## src/rtl/ex_defines.svh

```systemverilog
`ifndef EX_DEFINES_SVH
`define EX_DEFINES_SVH

// mips32 data path is one word wide
`define EX_REG_WIDTH 32

// restoring divider retires one quotient bit per step
`define EX_DIV_STEPS 32

`define EX_ZERO_WORD 32'h0000_0000

`endif

```

## src/rtl/ex_pkg.sv

```systemverilog
`include "ex_defines.svh"

package ex_pkg;

    // decoded operation, one code per instruction flavour
    typedef enum logic [5:0] {
        ALU_NOP_OP,
        ALU_OR_OP,
        ALU_AND_OP,
        ALU_XOR_OP,
        ALU_NOR_OP,
        ALU_SLL_OP,
        ALU_SRL_OP,
        ALU_SRA_OP,
        ALU_MOVN_OP,
        ALU_MOVZ_OP,
        ALU_MFHI_OP,
        ALU_MFLO_OP,
        ALU_ADD_OP,
        ALU_ADDU_OP,
        ALU_SUB_OP,
        ALU_SUBU_OP,
        ALU_MUL_OP,
        ALU_SLT_OP,
        ALU_SLTU_OP,
        ALU_CLZ_OP,
        ALU_CLO_OP,
        ALU_MTHI_OP,
        ALU_MTLO_OP,
        ALU_MULT_OP,
        ALU_MULTU_OP,
        ALU_MADD_OP,
        ALU_MADDU_OP,
        ALU_MSUB_OP,
        ALU_MSUBU_OP,
        ALU_DIV_OP,
        ALU_DIVU_OP
    } aluop_e;

    typedef enum logic [2:0] {
        ALU_RES_NOP,
        ALU_RES_LOGIC,
        ALU_RES_SHIFT,
        ALU_RES_MOVE,
        ALU_RES_ARITHMETIC,
        ALU_RES_JUMP_BRANCH,
        ALU_RES_LOAD_STORE
    } alusel_e;

    typedef enum logic [1:0] {
        DIV_IDLE,
        DIV_RUN,
        DIV_DONE
    } div_state_e;

    typedef enum logic [1:0] {
        MC_IDLE,
        MC_MADD_ACC,
        MC_DIV_WAIT
    } mc_state_e;

    typedef struct packed {
        aluop_e                   aluop;
        alusel_e                  alusel;
        logic [`EX_REG_WIDTH-1:0] op1;
        logic [`EX_REG_WIDTH-1:0] op2;
        logic [4:0]               waddr;
        logic                     reg_we;
        logic [`EX_REG_WIDTH-1:0] link_addr; // return address for jal/jalr/bal
    } ex_issue_t;

    typedef struct packed {
        logic [4:0]               waddr;
        logic                     reg_we;
        logic [`EX_REG_WIDTH-1:0] alu_res; // gpr data or memory address
    } ex_result_t;

    typedef struct packed {
        logic                     hi_we;
        logic                     lo_we;
        logic [`EX_REG_WIDTH-1:0] hi;
        logic [`EX_REG_WIDTH-1:0] lo;
    } hilo_wr_t;

endpackage

```

## src/rtl/div_counter.sv

```systemverilog
`timescale 1ns/100ps
`include "ex_defines.svh"

module div_counter (
    input  logic clk,
    input  logic rst_n_i,
    input  logic start_i,
    output logic step_en_o,
    output logic last_step_o
);
    localparam int CNT_W = $clog2(`EX_DIV_STEPS + 1);

    logic [CNT_W-1:0] cnt;
    logic             busy;

    // cnt 0 is the setup cycle after start, steps run on 1..EX_DIV_STEPS
    assign step_en_o   = busy && (cnt != '0);
    assign last_step_o = busy && (cnt == CNT_W'(`EX_DIV_STEPS));

    always_ff @(posedge clk) begin
        if (!rst_n_i) begin
            busy <= 1'b0;
            cnt  <= '0;
        end else if (start_i) begin
            busy <= 1'b1;
            cnt  <= '0;
        end else if (busy) begin
            busy <= !last_step_o;
            cnt  <= last_step_o ? '0 : cnt + 1'b1;
        end
    end

    a_no_restart: assert property (
        @(posedge clk) disable iff (!rst_n_i) start_i |-> !busy
    );

endmodule

```

## src/rtl/div_datapath.sv

```systemverilog
`timescale 1ns/100ps
`include "ex_defines.svh"

module div_datapath (
    input  logic                     clk,
    input  logic                     rst_n_i,
    input  logic                     start_i,
    input  logic                     signed_i,
    input  logic [`EX_REG_WIDTH-1:0] dividend_i,
    input  logic [`EX_REG_WIDTH-1:0] divisor_i,
    input  logic                     step_en_i,
    input  logic                     last_step_i,
    output logic                     div_done_o,
    output logic [`EX_REG_WIDTH-1:0] quot_o,
    output logic [`EX_REG_WIDTH-1:0] rem_o
);
    import ex_pkg::*;

    div_state_e               state;
    logic [`EX_REG_WIDTH-1:0] dvsr_mag;
    logic [`EX_REG_WIDTH-1:0] quot;       // dividend shifts out, quotient bits shift in
    logic [`EX_REG_WIDTH-1:0] rem;
    logic                     quot_neg;
    logic                     rem_neg;
    logic                     dvsr_zero;
    logic [`EX_REG_WIDTH:0]   rem_shift;
    logic [`EX_REG_WIDTH:0]   trial;

    assign rem_shift = {rem, quot[`EX_REG_WIDTH-1]};
    assign trial     = rem_shift - {1'b0, dvsr_mag};

    always_ff @(posedge clk) begin
        if (!rst_n_i) begin
            state <= DIV_IDLE;
        end else begin
            case (state)
                DIV_IDLE: if (start_i) state <= DIV_RUN;
                DIV_RUN:  if (step_en_i && last_step_i) state <= DIV_DONE;
                DIV_DONE: state <= DIV_IDLE;
                default:  state <= DIV_IDLE;
            endcase
        end
    end

    always_ff @(posedge clk) begin
        if (start_i) begin
            quot      <= (signed_i && dividend_i[`EX_REG_WIDTH-1]) ? -dividend_i : dividend_i;
            dvsr_mag  <= (signed_i && divisor_i[`EX_REG_WIDTH-1]) ? -divisor_i : divisor_i;
            rem       <= `EX_ZERO_WORD;
            quot_neg  <= signed_i && (dividend_i[`EX_REG_WIDTH-1] ^ divisor_i[`EX_REG_WIDTH-1]);
            rem_neg   <= signed_i && dividend_i[`EX_REG_WIDTH-1];
            dvsr_zero <= (divisor_i == `EX_ZERO_WORD);
        end else if (step_en_i) begin
            if (!trial[`EX_REG_WIDTH]) begin             // fits, keep the difference
                rem  <= trial[`EX_REG_WIDTH-1:0];
                quot <= {quot[`EX_REG_WIDTH-2:0], 1'b1};
            end else begin                               // restore
                rem  <= rem_shift[`EX_REG_WIDTH-1:0];
                quot <= {quot[`EX_REG_WIDTH-2:0], 1'b0};
            end
        end
    end

    assign div_done_o = (state == DIV_DONE);

    // divide by zero leaves rem = |dividend|, so only the quotient needs forcing
    assign quot_o = dvsr_zero ? '1 : (quot_neg ? -quot : quot);
    assign rem_o  = rem_neg ? -rem : rem;          // remainder follows dividend sign

endmodule

```

## src/rtl/ex_alu.sv

```systemverilog
`timescale 1ns/100ps
`include "ex_defines.svh"

module ex_alu (
    input  logic                     clk,
    input  logic                     rst_n_i,
    input  ex_pkg::ex_issue_t        issue_i,
    input  logic                     accept_i,
    input  logic [`EX_REG_WIDTH-1:0] hi_i,
    input  logic [`EX_REG_WIDTH-1:0] lo_i,
    input  logic                     madd_first_i,
    input  logic                     madd_last_i,
    input  logic                     div_done_i,
    input  logic [`EX_REG_WIDTH-1:0] div_quot_i,
    input  logic [`EX_REG_WIDTH-1:0] div_rem_i,
    output ex_pkg::ex_result_t       result_o,
    output ex_pkg::hilo_wr_t         hilo_wr_o,
    output logic [`EX_REG_WIDTH-1:0] div_op1_o,
    output logic [`EX_REG_WIDTH-1:0] div_op2_o,
    output logic                     div_signed_o
);
    import ex_pkg::*;

    aluop_e                       op;
    logic [`EX_REG_WIDTH-1:0]     a;
    logic [`EX_REG_WIDTH-1:0]     b;
    logic [`EX_REG_WIDTH-1:0]     sum;
    logic [`EX_REG_WIDTH-1:0]     diff;
    logic [`EX_REG_WIDTH-1:0]     logic_res;
    logic [`EX_REG_WIDTH-1:0]     shift_res;
    logic [`EX_REG_WIDTH-1:0]     move_res;
    logic [`EX_REG_WIDTH-1:0]     arith_res;
    logic [`EX_REG_WIDTH-1:0]     alu_res;
    logic                         ov;
    logic                         reg_we_ex;
    logic                         mul_signed;
    logic signed [`EX_REG_WIDTH:0]     mul_a;
    logic signed [`EX_REG_WIDTH:0]     mul_b;
    logic signed [2*`EX_REG_WIDTH+1:0] mul_full;
    logic [2*`EX_REG_WIDTH-1:0]   prod;
    logic [2*`EX_REG_WIDTH-1:0]   madd_temp;   // product held between the two madd steps
    logic                         madd_sub;
    logic [2*`EX_REG_WIDTH-1:0]   hilo_acc;

    // run of leading bits equal to ones, scanning from the msb
    function automatic logic [5:0] lead_count(input logic [`EX_REG_WIDTH-1:0] val,
                                              input logic ones);
        logic [5:0] n;
        logic       stop;
        n    = '0;
        stop = 1'b0;
        for (int i = `EX_REG_WIDTH - 1; i >= 0; i--) begin
            if (!stop && val[i] == ones) begin
                n = n + 1'b1;
            end else begin
                stop = 1'b1;
            end
        end
        return n;
    endfunction

    assign op   = issue_i.aluop;
    assign a    = issue_i.op1;
    assign b    = issue_i.op2;
    assign sum  = a + b;
    assign diff = a - b;

    // one 33x33 signed multiplier serves mul, mult(u) and madd/msub(u)
    assign mul_signed = op inside {ALU_MUL_OP, ALU_MULT_OP, ALU_MADD_OP, ALU_MSUB_OP};
    assign mul_a      = {mul_signed & a[`EX_REG_WIDTH-1], a};
    assign mul_b      = {mul_signed & b[`EX_REG_WIDTH-1], b};
    assign mul_full   = mul_a * mul_b;
    assign prod       = mul_full[2*`EX_REG_WIDTH-1:0];

    always_comb begin
        logic_res = `EX_ZERO_WORD;
        shift_res = `EX_ZERO_WORD;
        move_res  = `EX_ZERO_WORD;
        case (op)
            ALU_OR_OP:   logic_res = a | b;
            ALU_AND_OP:  logic_res = a & b;
            ALU_XOR_OP:  logic_res = a ^ b;
            ALU_NOR_OP:  logic_res = ~(a | b);
            ALU_SLL_OP:  shift_res = a << b[4:0];        // sa or rs[4:0] arrives in op2
            ALU_SRL_OP:  shift_res = a >> b[4:0];
            ALU_SRA_OP:  shift_res = $signed(a) >>> b[4:0];
            ALU_MOVN_OP,
            ALU_MOVZ_OP: move_res  = a;
            ALU_MFHI_OP: move_res  = hi_i;
            ALU_MFLO_OP: move_res  = lo_i;
            default:     logic_res = `EX_ZERO_WORD;
        endcase
    end

    always_comb begin
        arith_res = `EX_ZERO_WORD;
        ov        = 1'b0;
        case (op)
            ALU_ADD_OP: begin
                arith_res = sum;
                ov = (~a[31] & ~b[31] & sum[31]) | (a[31] & b[31] & ~sum[31]);
            end
            ALU_SUB_OP: begin
                arith_res = diff;
                ov = (~a[31] & b[31] & diff[31]) | (a[31] & ~b[31] & ~diff[31]);
            end
            ALU_ADDU_OP: arith_res = sum;
            ALU_SUBU_OP: arith_res = diff;
            ALU_MUL_OP:  arith_res = prod[`EX_REG_WIDTH-1:0];   // low word only
            ALU_SLT_OP:  arith_res = `EX_REG_WIDTH'($signed(a) < $signed(b));
            ALU_SLTU_OP: arith_res = `EX_REG_WIDTH'(a < b);
            ALU_CLZ_OP:  arith_res = `EX_REG_WIDTH'(lead_count(a, 1'b0));
            ALU_CLO_OP:  arith_res = `EX_REG_WIDTH'(lead_count(a, 1'b1));
            default:     arith_res = `EX_ZERO_WORD;
        endcase
    end

    always_comb begin
        case (issue_i.alusel)
            ALU_RES_LOGIC:       alu_res = logic_res;
            ALU_RES_SHIFT:       alu_res = shift_res;
            ALU_RES_MOVE:        alu_res = move_res;
            ALU_RES_ARITHMETIC:  alu_res = arith_res;
            ALU_RES_JUMP_BRANCH: alu_res = issue_i.link_addr;
            ALU_RES_LOAD_STORE:  alu_res = sum;            // base + offset
            default:             alu_res = `EX_ZERO_WORD;
        endcase
    end

    always_comb begin
        reg_we_ex = issue_i.reg_we && !ov;                 // overflow drops the write
        case (op)
            ALU_MOVN_OP:  reg_we_ex = issue_i.reg_we && (b != `EX_ZERO_WORD);
            ALU_MOVZ_OP:  reg_we_ex = issue_i.reg_we && (b == `EX_ZERO_WORD);
            ALU_MTHI_OP, ALU_MTLO_OP, ALU_MULT_OP, ALU_MULTU_OP,
            ALU_MADD_OP, ALU_MADDU_OP, ALU_MSUB_OP, ALU_MSUBU_OP,
            ALU_DIV_OP, ALU_DIVU_OP:
                          reg_we_ex = 1'b0;                // hi/lo only
            default:      reg_we_ex = issue_i.reg_we && !ov;
        endcase
    end

    always_ff @(posedge clk) begin
        if (madd_first_i) begin
            madd_temp <= prod;
            madd_sub  <= op inside {ALU_MSUB_OP, ALU_MSUBU_OP};
        end
    end

    assign hilo_acc = madd_sub ? {hi_i, lo_i} - madd_temp : {hi_i, lo_i} + madd_temp;

    always_comb begin
        hilo_wr_o = '0;
        if (madd_last_i) begin
            hilo_wr_o.hi_we = 1'b1;
            hilo_wr_o.lo_we = 1'b1;
            {hilo_wr_o.hi, hilo_wr_o.lo} = hilo_acc;
        end else if (div_done_i) begin
            hilo_wr_o.hi_we = 1'b1;
            hilo_wr_o.lo_we = 1'b1;
            hilo_wr_o.hi    = div_rem_i;
            hilo_wr_o.lo    = div_quot_i;
        end else if (accept_i) begin
            case (op)
                ALU_MTHI_OP: begin
                    hilo_wr_o.hi_we = 1'b1;
                    hilo_wr_o.hi    = a;
                end
                ALU_MTLO_OP: begin
                    hilo_wr_o.lo_we = 1'b1;
                    hilo_wr_o.lo    = a;
                end
                ALU_MULT_OP, ALU_MULTU_OP: begin
                    hilo_wr_o.hi_we = 1'b1;
                    hilo_wr_o.lo_we = 1'b1;
                    {hilo_wr_o.hi, hilo_wr_o.lo} = prod;
                end
                default: hilo_wr_o = '0;
            endcase
        end
    end

    assign div_op1_o    = a;
    assign div_op2_o    = b;
    assign div_signed_o = (op == ALU_DIV_OP);

    // EX/MEM register
    always_ff @(posedge clk) begin
        if (!rst_n_i) begin
            result_o <= '0;
        end else if (accept_i) begin
            result_o.waddr   <= issue_i.waddr;
            result_o.reg_we  <= reg_we_ex;
            result_o.alu_res <= alu_res;
        end else begin
            result_o <= '0;                                // bubble
        end
    end

endmodule

```

## src/rtl/ex_mc_ctrl.sv

```systemverilog
`timescale 1ns/100ps

module ex_mc_ctrl (
    input  logic           clk,
    input  logic           rst_n_i,
    input  logic           issue_valid_i,
    input  ex_pkg::aluop_e aluop_i,
    input  logic           div_done_i,
    output logic           madd_first_o,
    output logic           madd_last_o,
    output logic           div_start_o,
    output logic           stall_o,
    output logic           accept_o
);
    import ex_pkg::*;

    mc_state_e state;
    logic      is_madd;
    logic      is_div;

    assign is_madd = aluop_i inside {ALU_MADD_OP, ALU_MADDU_OP, ALU_MSUB_OP, ALU_MSUBU_OP};
    assign is_div  = aluop_i inside {ALU_DIV_OP, ALU_DIVU_OP};

    assign stall_o      = (state != MC_IDLE);
    assign accept_o     = issue_valid_i && !stall_o;
    assign madd_first_o = accept_o && is_madd;      // product capture
    assign div_start_o  = accept_o && is_div;       // divider loads operands here
    assign madd_last_o  = (state == MC_MADD_ACC);

    always_ff @(posedge clk) begin
        if (!rst_n_i) begin
            state <= MC_IDLE;
        end else begin
            case (state)
                MC_IDLE: begin
                    if (madd_first_o) begin
                        state <= MC_MADD_ACC;
                    end else if (div_start_o) begin
                        state <= MC_DIV_WAIT;
                    end
                end
                MC_MADD_ACC: state <= MC_IDLE;      // accumulate lands this edge
                MC_DIV_WAIT: begin
                    if (div_done_i) begin
                        state <= MC_IDLE;
                    end
                end
                default: state <= MC_IDLE;
            endcase
        end
    end

    // longest stall is a divide: start, 32 steps, done
    a_stall_bound: assert property (
        @(posedge clk) disable iff (!rst_n_i)
        $rose(stall_o) |-> ##[1:34] !stall_o
    );

endmodule

```

## src/rtl/ex_stage_top.sv

```systemverilog
`timescale 1ns/100ps
`include "ex_defines.svh"

module ex_stage_top (
    input  logic                     clk,
    input  logic                     rst_n_i,
    input  ex_pkg::ex_issue_t        issue_i,
    input  logic                     issue_valid_i,
    output ex_pkg::ex_result_t       result_o,
    output logic [`EX_REG_WIDTH-1:0] hi_o,
    output logic [`EX_REG_WIDTH-1:0] lo_o,
    output logic                     stall_o
);
    import ex_pkg::*;

    hilo_wr_t                 hilo_wr;
    logic                     accept;
    logic                     madd_first;
    logic                     madd_last;
    logic                     div_start;
    logic                     div_done;
    logic                     div_signed;
    logic [`EX_REG_WIDTH-1:0] div_op1;
    logic [`EX_REG_WIDTH-1:0] div_op2;
    logic [`EX_REG_WIDTH-1:0] div_quot;
    logic [`EX_REG_WIDTH-1:0] div_rem;
    logic                     step_en;
    logic                     last_step;

    ex_alu u_ex_alu (
        .clk          (clk),
        .rst_n_i      (rst_n_i),
        .issue_i      (issue_i),
        .accept_i     (accept),
        .hi_i         (hi_o),
        .lo_i         (lo_o),
        .madd_first_i (madd_first),
        .madd_last_i  (madd_last),
        .div_done_i   (div_done),
        .div_quot_i   (div_quot),
        .div_rem_i    (div_rem),
        .result_o     (result_o),
        .hilo_wr_o    (hilo_wr),
        .div_op1_o    (div_op1),
        .div_op2_o    (div_op2),
        .div_signed_o (div_signed)
    );

    ex_mc_ctrl u_ex_mc_ctrl (
        .clk           (clk),
        .rst_n_i       (rst_n_i),
        .issue_valid_i (issue_valid_i),
        .aluop_i       (issue_i.aluop),
        .div_done_i    (div_done),
        .madd_first_o  (madd_first),
        .madd_last_o   (madd_last),
        .div_start_o   (div_start),
        .stall_o       (stall_o),
        .accept_o      (accept)
    );

    div_counter u_div_counter (
        .clk         (clk),
        .rst_n_i     (rst_n_i),
        .start_i     (div_start),
        .step_en_o   (step_en),
        .last_step_o (last_step)
    );

    div_datapath u_div_datapath (
        .clk         (clk),
        .rst_n_i     (rst_n_i),
        .start_i     (div_start),
        .signed_i    (div_signed),
        .dividend_i  (div_op1),
        .divisor_i   (div_op2),
        .step_en_i   (step_en),
        .last_step_i (last_step),
        .div_done_o  (div_done),
        .quot_o      (div_quot),
        .rem_o       (div_rem)
    );

    hilo_reg u_hilo_reg (
        .clk     (clk),
        .rst_n_i (rst_n_i),
        .wr_i    (hilo_wr),
        .hi_o    (hi_o),
        .lo_o    (lo_o)
    );

endmodule

```

## src/rtl/hilo_reg.sv

```systemverilog
`timescale 1ns/100ps
`include "ex_defines.svh"

module hilo_reg (
    input  logic                     clk,
    input  logic                     rst_n_i,
    input  ex_pkg::hilo_wr_t         wr_i,
    output logic [`EX_REG_WIDTH-1:0] hi_o,
    output logic [`EX_REG_WIDTH-1:0] lo_o
);

    always_ff @(posedge clk) begin
        if (!rst_n_i) begin
            hi_o <= `EX_ZERO_WORD;
            lo_o <= `EX_ZERO_WORD;
        end else begin
            if (wr_i.hi_we) begin
                hi_o <= wr_i.hi;
            end
            if (wr_i.lo_we) begin
                lo_o <= wr_i.lo;
            end
        end
    end

endmodule

```

## config.mk

```make
export PLATFORM = sky130hd
export DESIGN_NAME = ex_stage_top
export DESIGN_NICKNAME = d
export VERILOG_FILES = /design/src/rtl/ex_pkg.sv /design/src/rtl/div_counter.sv /design/src/rtl/div_datapath.sv /design/src/rtl/ex_alu.sv /design/src/rtl/ex_mc_ctrl.sv /design/src/rtl/ex_stage_top.sv /design/src/rtl/hilo_reg.sv
export VERILOG_INCLUDE_DIRS = /design/src /design/src/rtl
export SDC_FILE = /design/constraint.sdc
export NUM_CORES = 2
export LEC_CHECK = 0
export BUFFER_PORTS_ARGS = -buffer_cell sky130_fd_sc_hd__buf_4
export CAP_MARGIN = 25
export CORE_MARGIN = 2
export CORE_UTILIZATION = 35
export CTS_BUF_LIST = sky130_fd_sc_hd__clkbuf_4 sky130_fd_sc_hd__clkbuf_8
export CTS_CLUSTER_SIZE = 20
export DETAILED_ROUTE_END_ITERATION = 7
export GPL_TIMING_DRIVEN = 0
export SYNTH_ARGS = -nofsm -noshare
export SYNTH_HDL_FRONTEND = slang
export SYNTH_HIERARCHICAL = 1
export SYNTH_SLANG_ARGS = --single-unit
```

## constraint.sdc

```tcl
create_clock -name clk -period 25.7 [get_ports clk]
set_input_delay 2.57 -clock clk [delete_from_list [all_inputs] [get_ports clk]]
set_output_delay 2.57 -clock clk [all_outputs]
set_load 0.005 [all_outputs]
```

== Word level (Yosys, flattened, before mapping) ==
Index checks and enable logic that the tools add are counted.
Word-level totals
  register bits: 277
  output and inout port bits: 103
  logic and storage cells: 638
Operators by class
  $add $sub $neg: 72
  $mul: 1
  order comparisons: 2
  equal/unequal tests: 45
  shift operators: 3
  muxes and demuxes: 284
  bitwise operators: 53
  reduce and logical (&&, ||, !) cells: 161
Operator list (count)
  $mux W6: 125
  $add A6 B1 Y6 const B: 63
  $mux W32: 8
  $pmux W32 S7: 1
  $mux W66: 3
  $pmux W32 S3: 2
  $pmux W32 S6: 1
  $mux W1: 131
  $neg A32 Y32: 4
  $pmux W32 S2: 2
  $pmux W32 S4: 1
  $eq A6 B5 Y1 const B: 15
  $logic_and A1 B1 Y1: 74
  $logic_not A1 Y1: 65
  $add A64 B64 Y64: 1
  $lt A32 B32 Y1: 2
  $mul A33 B33 Y64: 1
  $mux W64: 1
  $sub A64 B64 Y64: 1
  $eq A6 B4 Y1 const B: 8
  $not A1 Y1: 36
  $sub A33 B32 Y33: 1
  $add A32 B32 Y32: 1
  $and A32 B32 Y32: 1
  other kinds (36): 73

== Logic depth before layout (Yosys ltp) ==
  depth after elaboration: 127
  depth in mapped cells: 104

== Cells and area by module ==
The synthesis kept the hierarchy.
By module, submodules not included
  ex_alu: times used 1, cells each 7601, area an instance 61360.1 um^2, seq. area each 2712.6 um^2
  div_datapath: times used 1, cells each 1021, area an instance 8318.0 um^2, seq. area each 2692.6 um^2
  hilo_reg: times used 1, cells each 207, area an instance 2492.4 um^2, seq. area each 1281.2 um^2
  div_counter: times used 1, cells each 42, area an instance 360.3 um^2, seq. area each 140.1 um^2
  ex_mc_ctrl: times used 1, cells each 17, area an instance 142.6 um^2, seq. area each 40.0 um^2

== Worst setup path before layout ==
No wires, ideal clock.
  kind: in2reg
  from: input issue_i[99] (netlist name)
  to: register, netlist name u_ex_alu/result_o[1]
  setup time: 0.128 ns
  data arrival time: 19.980 ns
  required time: 25.572 ns
  setup slack: 5.593 ns
  cell stages on the path: 98
  path through: or4_1 -> buf_2 -> and2_1 -> a21oi_1 -> inv_1 -> ha_1 -> mux2_2 -> mux2i_1 -> a21boi_0 -> ha_1 -> mux2_2 -> ha_1 -> nor2b_1 -> a2111oi_0 -> o311ai_0 -> and2_1 -> ha_1 -> inv_1 -> [62 not listed] -> ha_1 -> nand2_1 -> nand2_1 -> ha_1 -> mux2i_1 -> o31ai_1 -> ha_1 -> mux2i_1 -> nor2_1 -> a21oi_1 -> o311ai_0 -> o21a_1 -> ha_1 -> mux2_2 -> a222oi_1 -> o21ai_0 -> a221oi_1 -> nor2_1
Between the ends
  longest elaborated chain between the ends: 121
RTL lines
  start, declared: RTL line ex_stage_top.sv:7  | input ex_pkg::ex_issue_t issue_i,
  parallel branches: the longest is 120 deep, another holds $add A6 B1 Y6
  $pmux W32 S6 (*): RTL line ex_alu.sv:119  | case (issue_i.alusel)
Mark *: on every way between the ends. The select of a mux whose other input is x is not followed.
A chain may end at the register's enable or synchronous reset.

== Worst setup path in the final report ==
  from: input issue_i[101] (netlist name)
  to: register, netlist name u_ex_alu/result_o[4]
Between the ends
  longest elaborated chain between the ends: 127
RTL lines (RTL line)
  parallel branches: the longest is 126 deep, another holds $add A6 B1 Y6
  $pmux W32 S6 (*): ex_alu.sv:119
Marks and branches as above.

==> results.json <==
{
  "cts.sinks": 277,
  "path_common_cell": "ha_1",
  "die_h_um": 459.7,
  "grt_pass1_wl_um": 549600,
  "post_cts_resized": 0,
  "gp_congestion": 1.094,
  "synth_area_leaders": "fa_1 (31%), ha_1 (8.1%), inv_1 (6.5%)",
  "path_clk_slew_ps": 60,
  "synth_edf_count": 132,
  "clock_path_buffers": 3,
  "final_nets": 10990,
  "postRouteAntennaNets": 0,
  "cts_hold_buffers": 0,
  "syn2layout_area_growth_pct": 10.67,
  "hold_violations": 0,
  "core_area_sq_um": 206700,
  "fin_crit_ps": 24120,
  "first_pass_iters": 8,
  "rsz0062_at_grt": "false",
  "setup_violations": 0,
  "dpl.hpwl_um": 336100,
  "drtIter0Drc": 8380,
  "synth_top_area_share_pct": 31.10,
  "fin_crit_sh_pct": 93.85,
  "drc": 19,
  "hp-class": "flop to flop",
  "grt_overflow": 0,
  "path_buf_inv": 8,
  "drive_gt1_share_pct": 6.617,
  "vias": 70880,
  "synthesis.nets": 10600,
  "grt_antenna_before_repair": 56,
  "clk_latency_ps": 750,
  "status": "finished, violations left",
  "slowest_delay_ps": 710,
  "die_w_um": 459.7,
  "ys_ff_latch": 277,
  "grt_pass1_vias": 69760,
  "die-area_sq_um": 211300,
  "synth_commonest_cells": "inv_1 (1250), nand2_1 (1236), fa_1 (1129)",
  "yosysMostFrequentCell": "inv_1",
  "ys_types": 111,
  "worst_pin_slew_ps": 1329,
  "start_kind": "input port",
  "ys_warn_count": 6,
  "cts_tree": "yes",
  "syn_avg_cell_area_sq_um": 8.177,
  "clock.fmax_ghz": 0.04146,
  "syn_inst": 8888,
  "critPathArrivalTime_ps": 24660,
  "crit_path_end_kind": "flop",
  "cts-root-buf": "clkbuf_8",
  "critPathSlowestCell": "clkbuf_2",
  "maxSlewHeadroom_pct": 10.73,
  "fin_skew_ps": 85.03,
  "maxCapViolCount": 0,
  "start_util_pct": 35.17,
  "grt.total_usage_pct": 37.32,
  "synthArstFlopShare_pct": 0,
  "path_depth": 99,
  "wl_per_cell_um": 33.16,
  "io_pins": 217,
  "viasPerCell": 5.881,
  "synth_top_area_cell": "fa_1",
  "violations": "DRC",
  "wl_um": 399700,
  "synth-seq-area-share_pct": 9.449,
  "fin_setup_tns_ps": 0,
  "rr_worst_depth": 26,
  "h-tree-depth": 2,
  "cp.required_ps": 26240,
  "crit_fanout": 10,
  "num_rows": 167,
  "cp_top_family": "adder cells",
  "whs_path_depth": 2,
  "drv_slew": 0,
  "grt_max_degree": 39,
  "crit_type": "input port to flop",
  "io_buffers": 216,
  "ys.flop_type": "dfxtp_1",
  "postCtsSetupBuffers": 0,
  "n_fill_cell": 21330,
  "cts_buffers": 48,
  "syn_area_sq_um": 72670
}
tightest hold or removal path, stage by stage (launching register included):
cell,delay (ps)
dfxtp_1,320
nand3_1,100
nor2_1,50
cell usage in the layout, fill, tap and decap left out, types with 42 or more instances in the layout:
cell type and count:
o21ai_0 359, ha_1 470, fa_1 1129, nor3_1 118, inv_1 1248, and3_1 53
dfxtp_1 145, nor2b_1 118, nand3_1 99, nand4_1 45, o21bai_1 46, buf_1 103
a21oi_1 534, a221oi_1 93, a22o_1 58, clkbuf_1 367, clkbuf_8 51, nand2b_1 74
a21o_1 87, nor2_1 812, buf_8 48, mux2i_1 210, nor4_1 59, nand2_1 1236
xnor2_1 333, edfxtp_1 132, buf_4 321, xor2_1 160, a31oi_1 42
worst paths after layout:
path / from / to / slack, ps
max: issue_i[101] / u_ex_alu/result_o[4] / 1580
min: u_div_datapath/state[0] / u_div_datapath/state[1] / 520
max reg2reg: u_ex_alu/madd_sub / u_hilo_reg/hi_o[31] / 17150
min reg2reg: u_div_datapath/state[0] / u_div_datapath/state[1] / 520
metrics by stage:
| stage | setup WS (ps) | area [sq um] | std cells | hold slack, ps | utilization [%] |
|---|---|---|---|---|---|
| 6_report | 1580 | 80430 | 12050 | 517.9 | 38.92 |
| 5_1_grt | 433.1 | 80350 | 12020 | 544.4 | 38.88 |
| 4_1_cts | 2051 | 80230 | 12010 | 521.6 | 38.82 |
| 3_5_place_dp | 1407 | 79140 | 11920 | 507.4 | 38.30 |
| 3_3_place_gp | 1116 | 77680 | 11810 | 490.6 | 37.59 |
| 2_1_floorplan | 5593 | 72670 | 8888 | 470.7 | - |
layer usage:
metal  up-vias  GRT usage [%]  routed length [um]  part of all wire (%)
met5         -              0                 133                 0.033
met4        18          29.41               38380                   9.6
met3      1031          8.446               39610                   9.9
met2      4332          55.49              169300                    42
met1     35660          46.65              152300                    38
li1      29840              -                   -                     -
logic make-up (layout without fill, tap and decap cells):
kind of cell               count (synthesis)  after routing  synth area share, %
AOI/OAI and AO/OA                       1627           1627                14.47
and+or+nand+nor                         2800           2800                16.96
muxes                                    228            228                3.218
xor gates and xnor gates                 517            517                6.671
buffers and inverters                   1839           2260                10.02
other                                      0             40                    0
adders and majority gates               1600           1600                39.21
DFF                                      277            277                9.449
cell type report:
type / instances / area [sq um] / share of cell area, %
clock buffer: 59 / 762.0 / 0.9474
tap: 2704 / 3383 / 4.206
timing repair buffer: 337 / 3108 / 3.864
inverter: 1256 / 4715 / 5.862
multi-input combinational: 6772 / 58570 / 72.82
buffer: 583 / 2601 / 3.234
sequential: 277 / 6867 / 8.537
clock inverter: 25 / 327.8 / 0.4076
antenna: 40 / 100.1 / 0.1245
state kept, by name, indices dropped and copies added, names as in the netlist:
| name | cells |
|---|---|
| u_div_datapath/rem_neg | 1 |
| u_div_datapath/quot | 32 |
| u_div_counter/cnt | 6 |
| u_ex_alu/madd_sub | 1 |
| u_ex_alu/result_o | 38 |
| u_div_datapath/dvsr_mag | 32 |
| u_div_datapath/rem | 32 |
| u_div_counter/busy | 1 |
| u_ex_mc_ctrl/state | 2 |
| u_div_datapath/state | 2 |
| u_ex_alu/madd_temp | 64 |
| u_div_datapath/quot_neg | 1 |
| u_div_datapath/dvsr_zero | 1 |
| u_hilo_reg/lo_o | 32 |
| u_hilo_reg/hi_o | 32 |
Power is left out: the tool's default activity adds up to more than one toggle a clock period on the data nets, which glitch-free logic cannot reach.
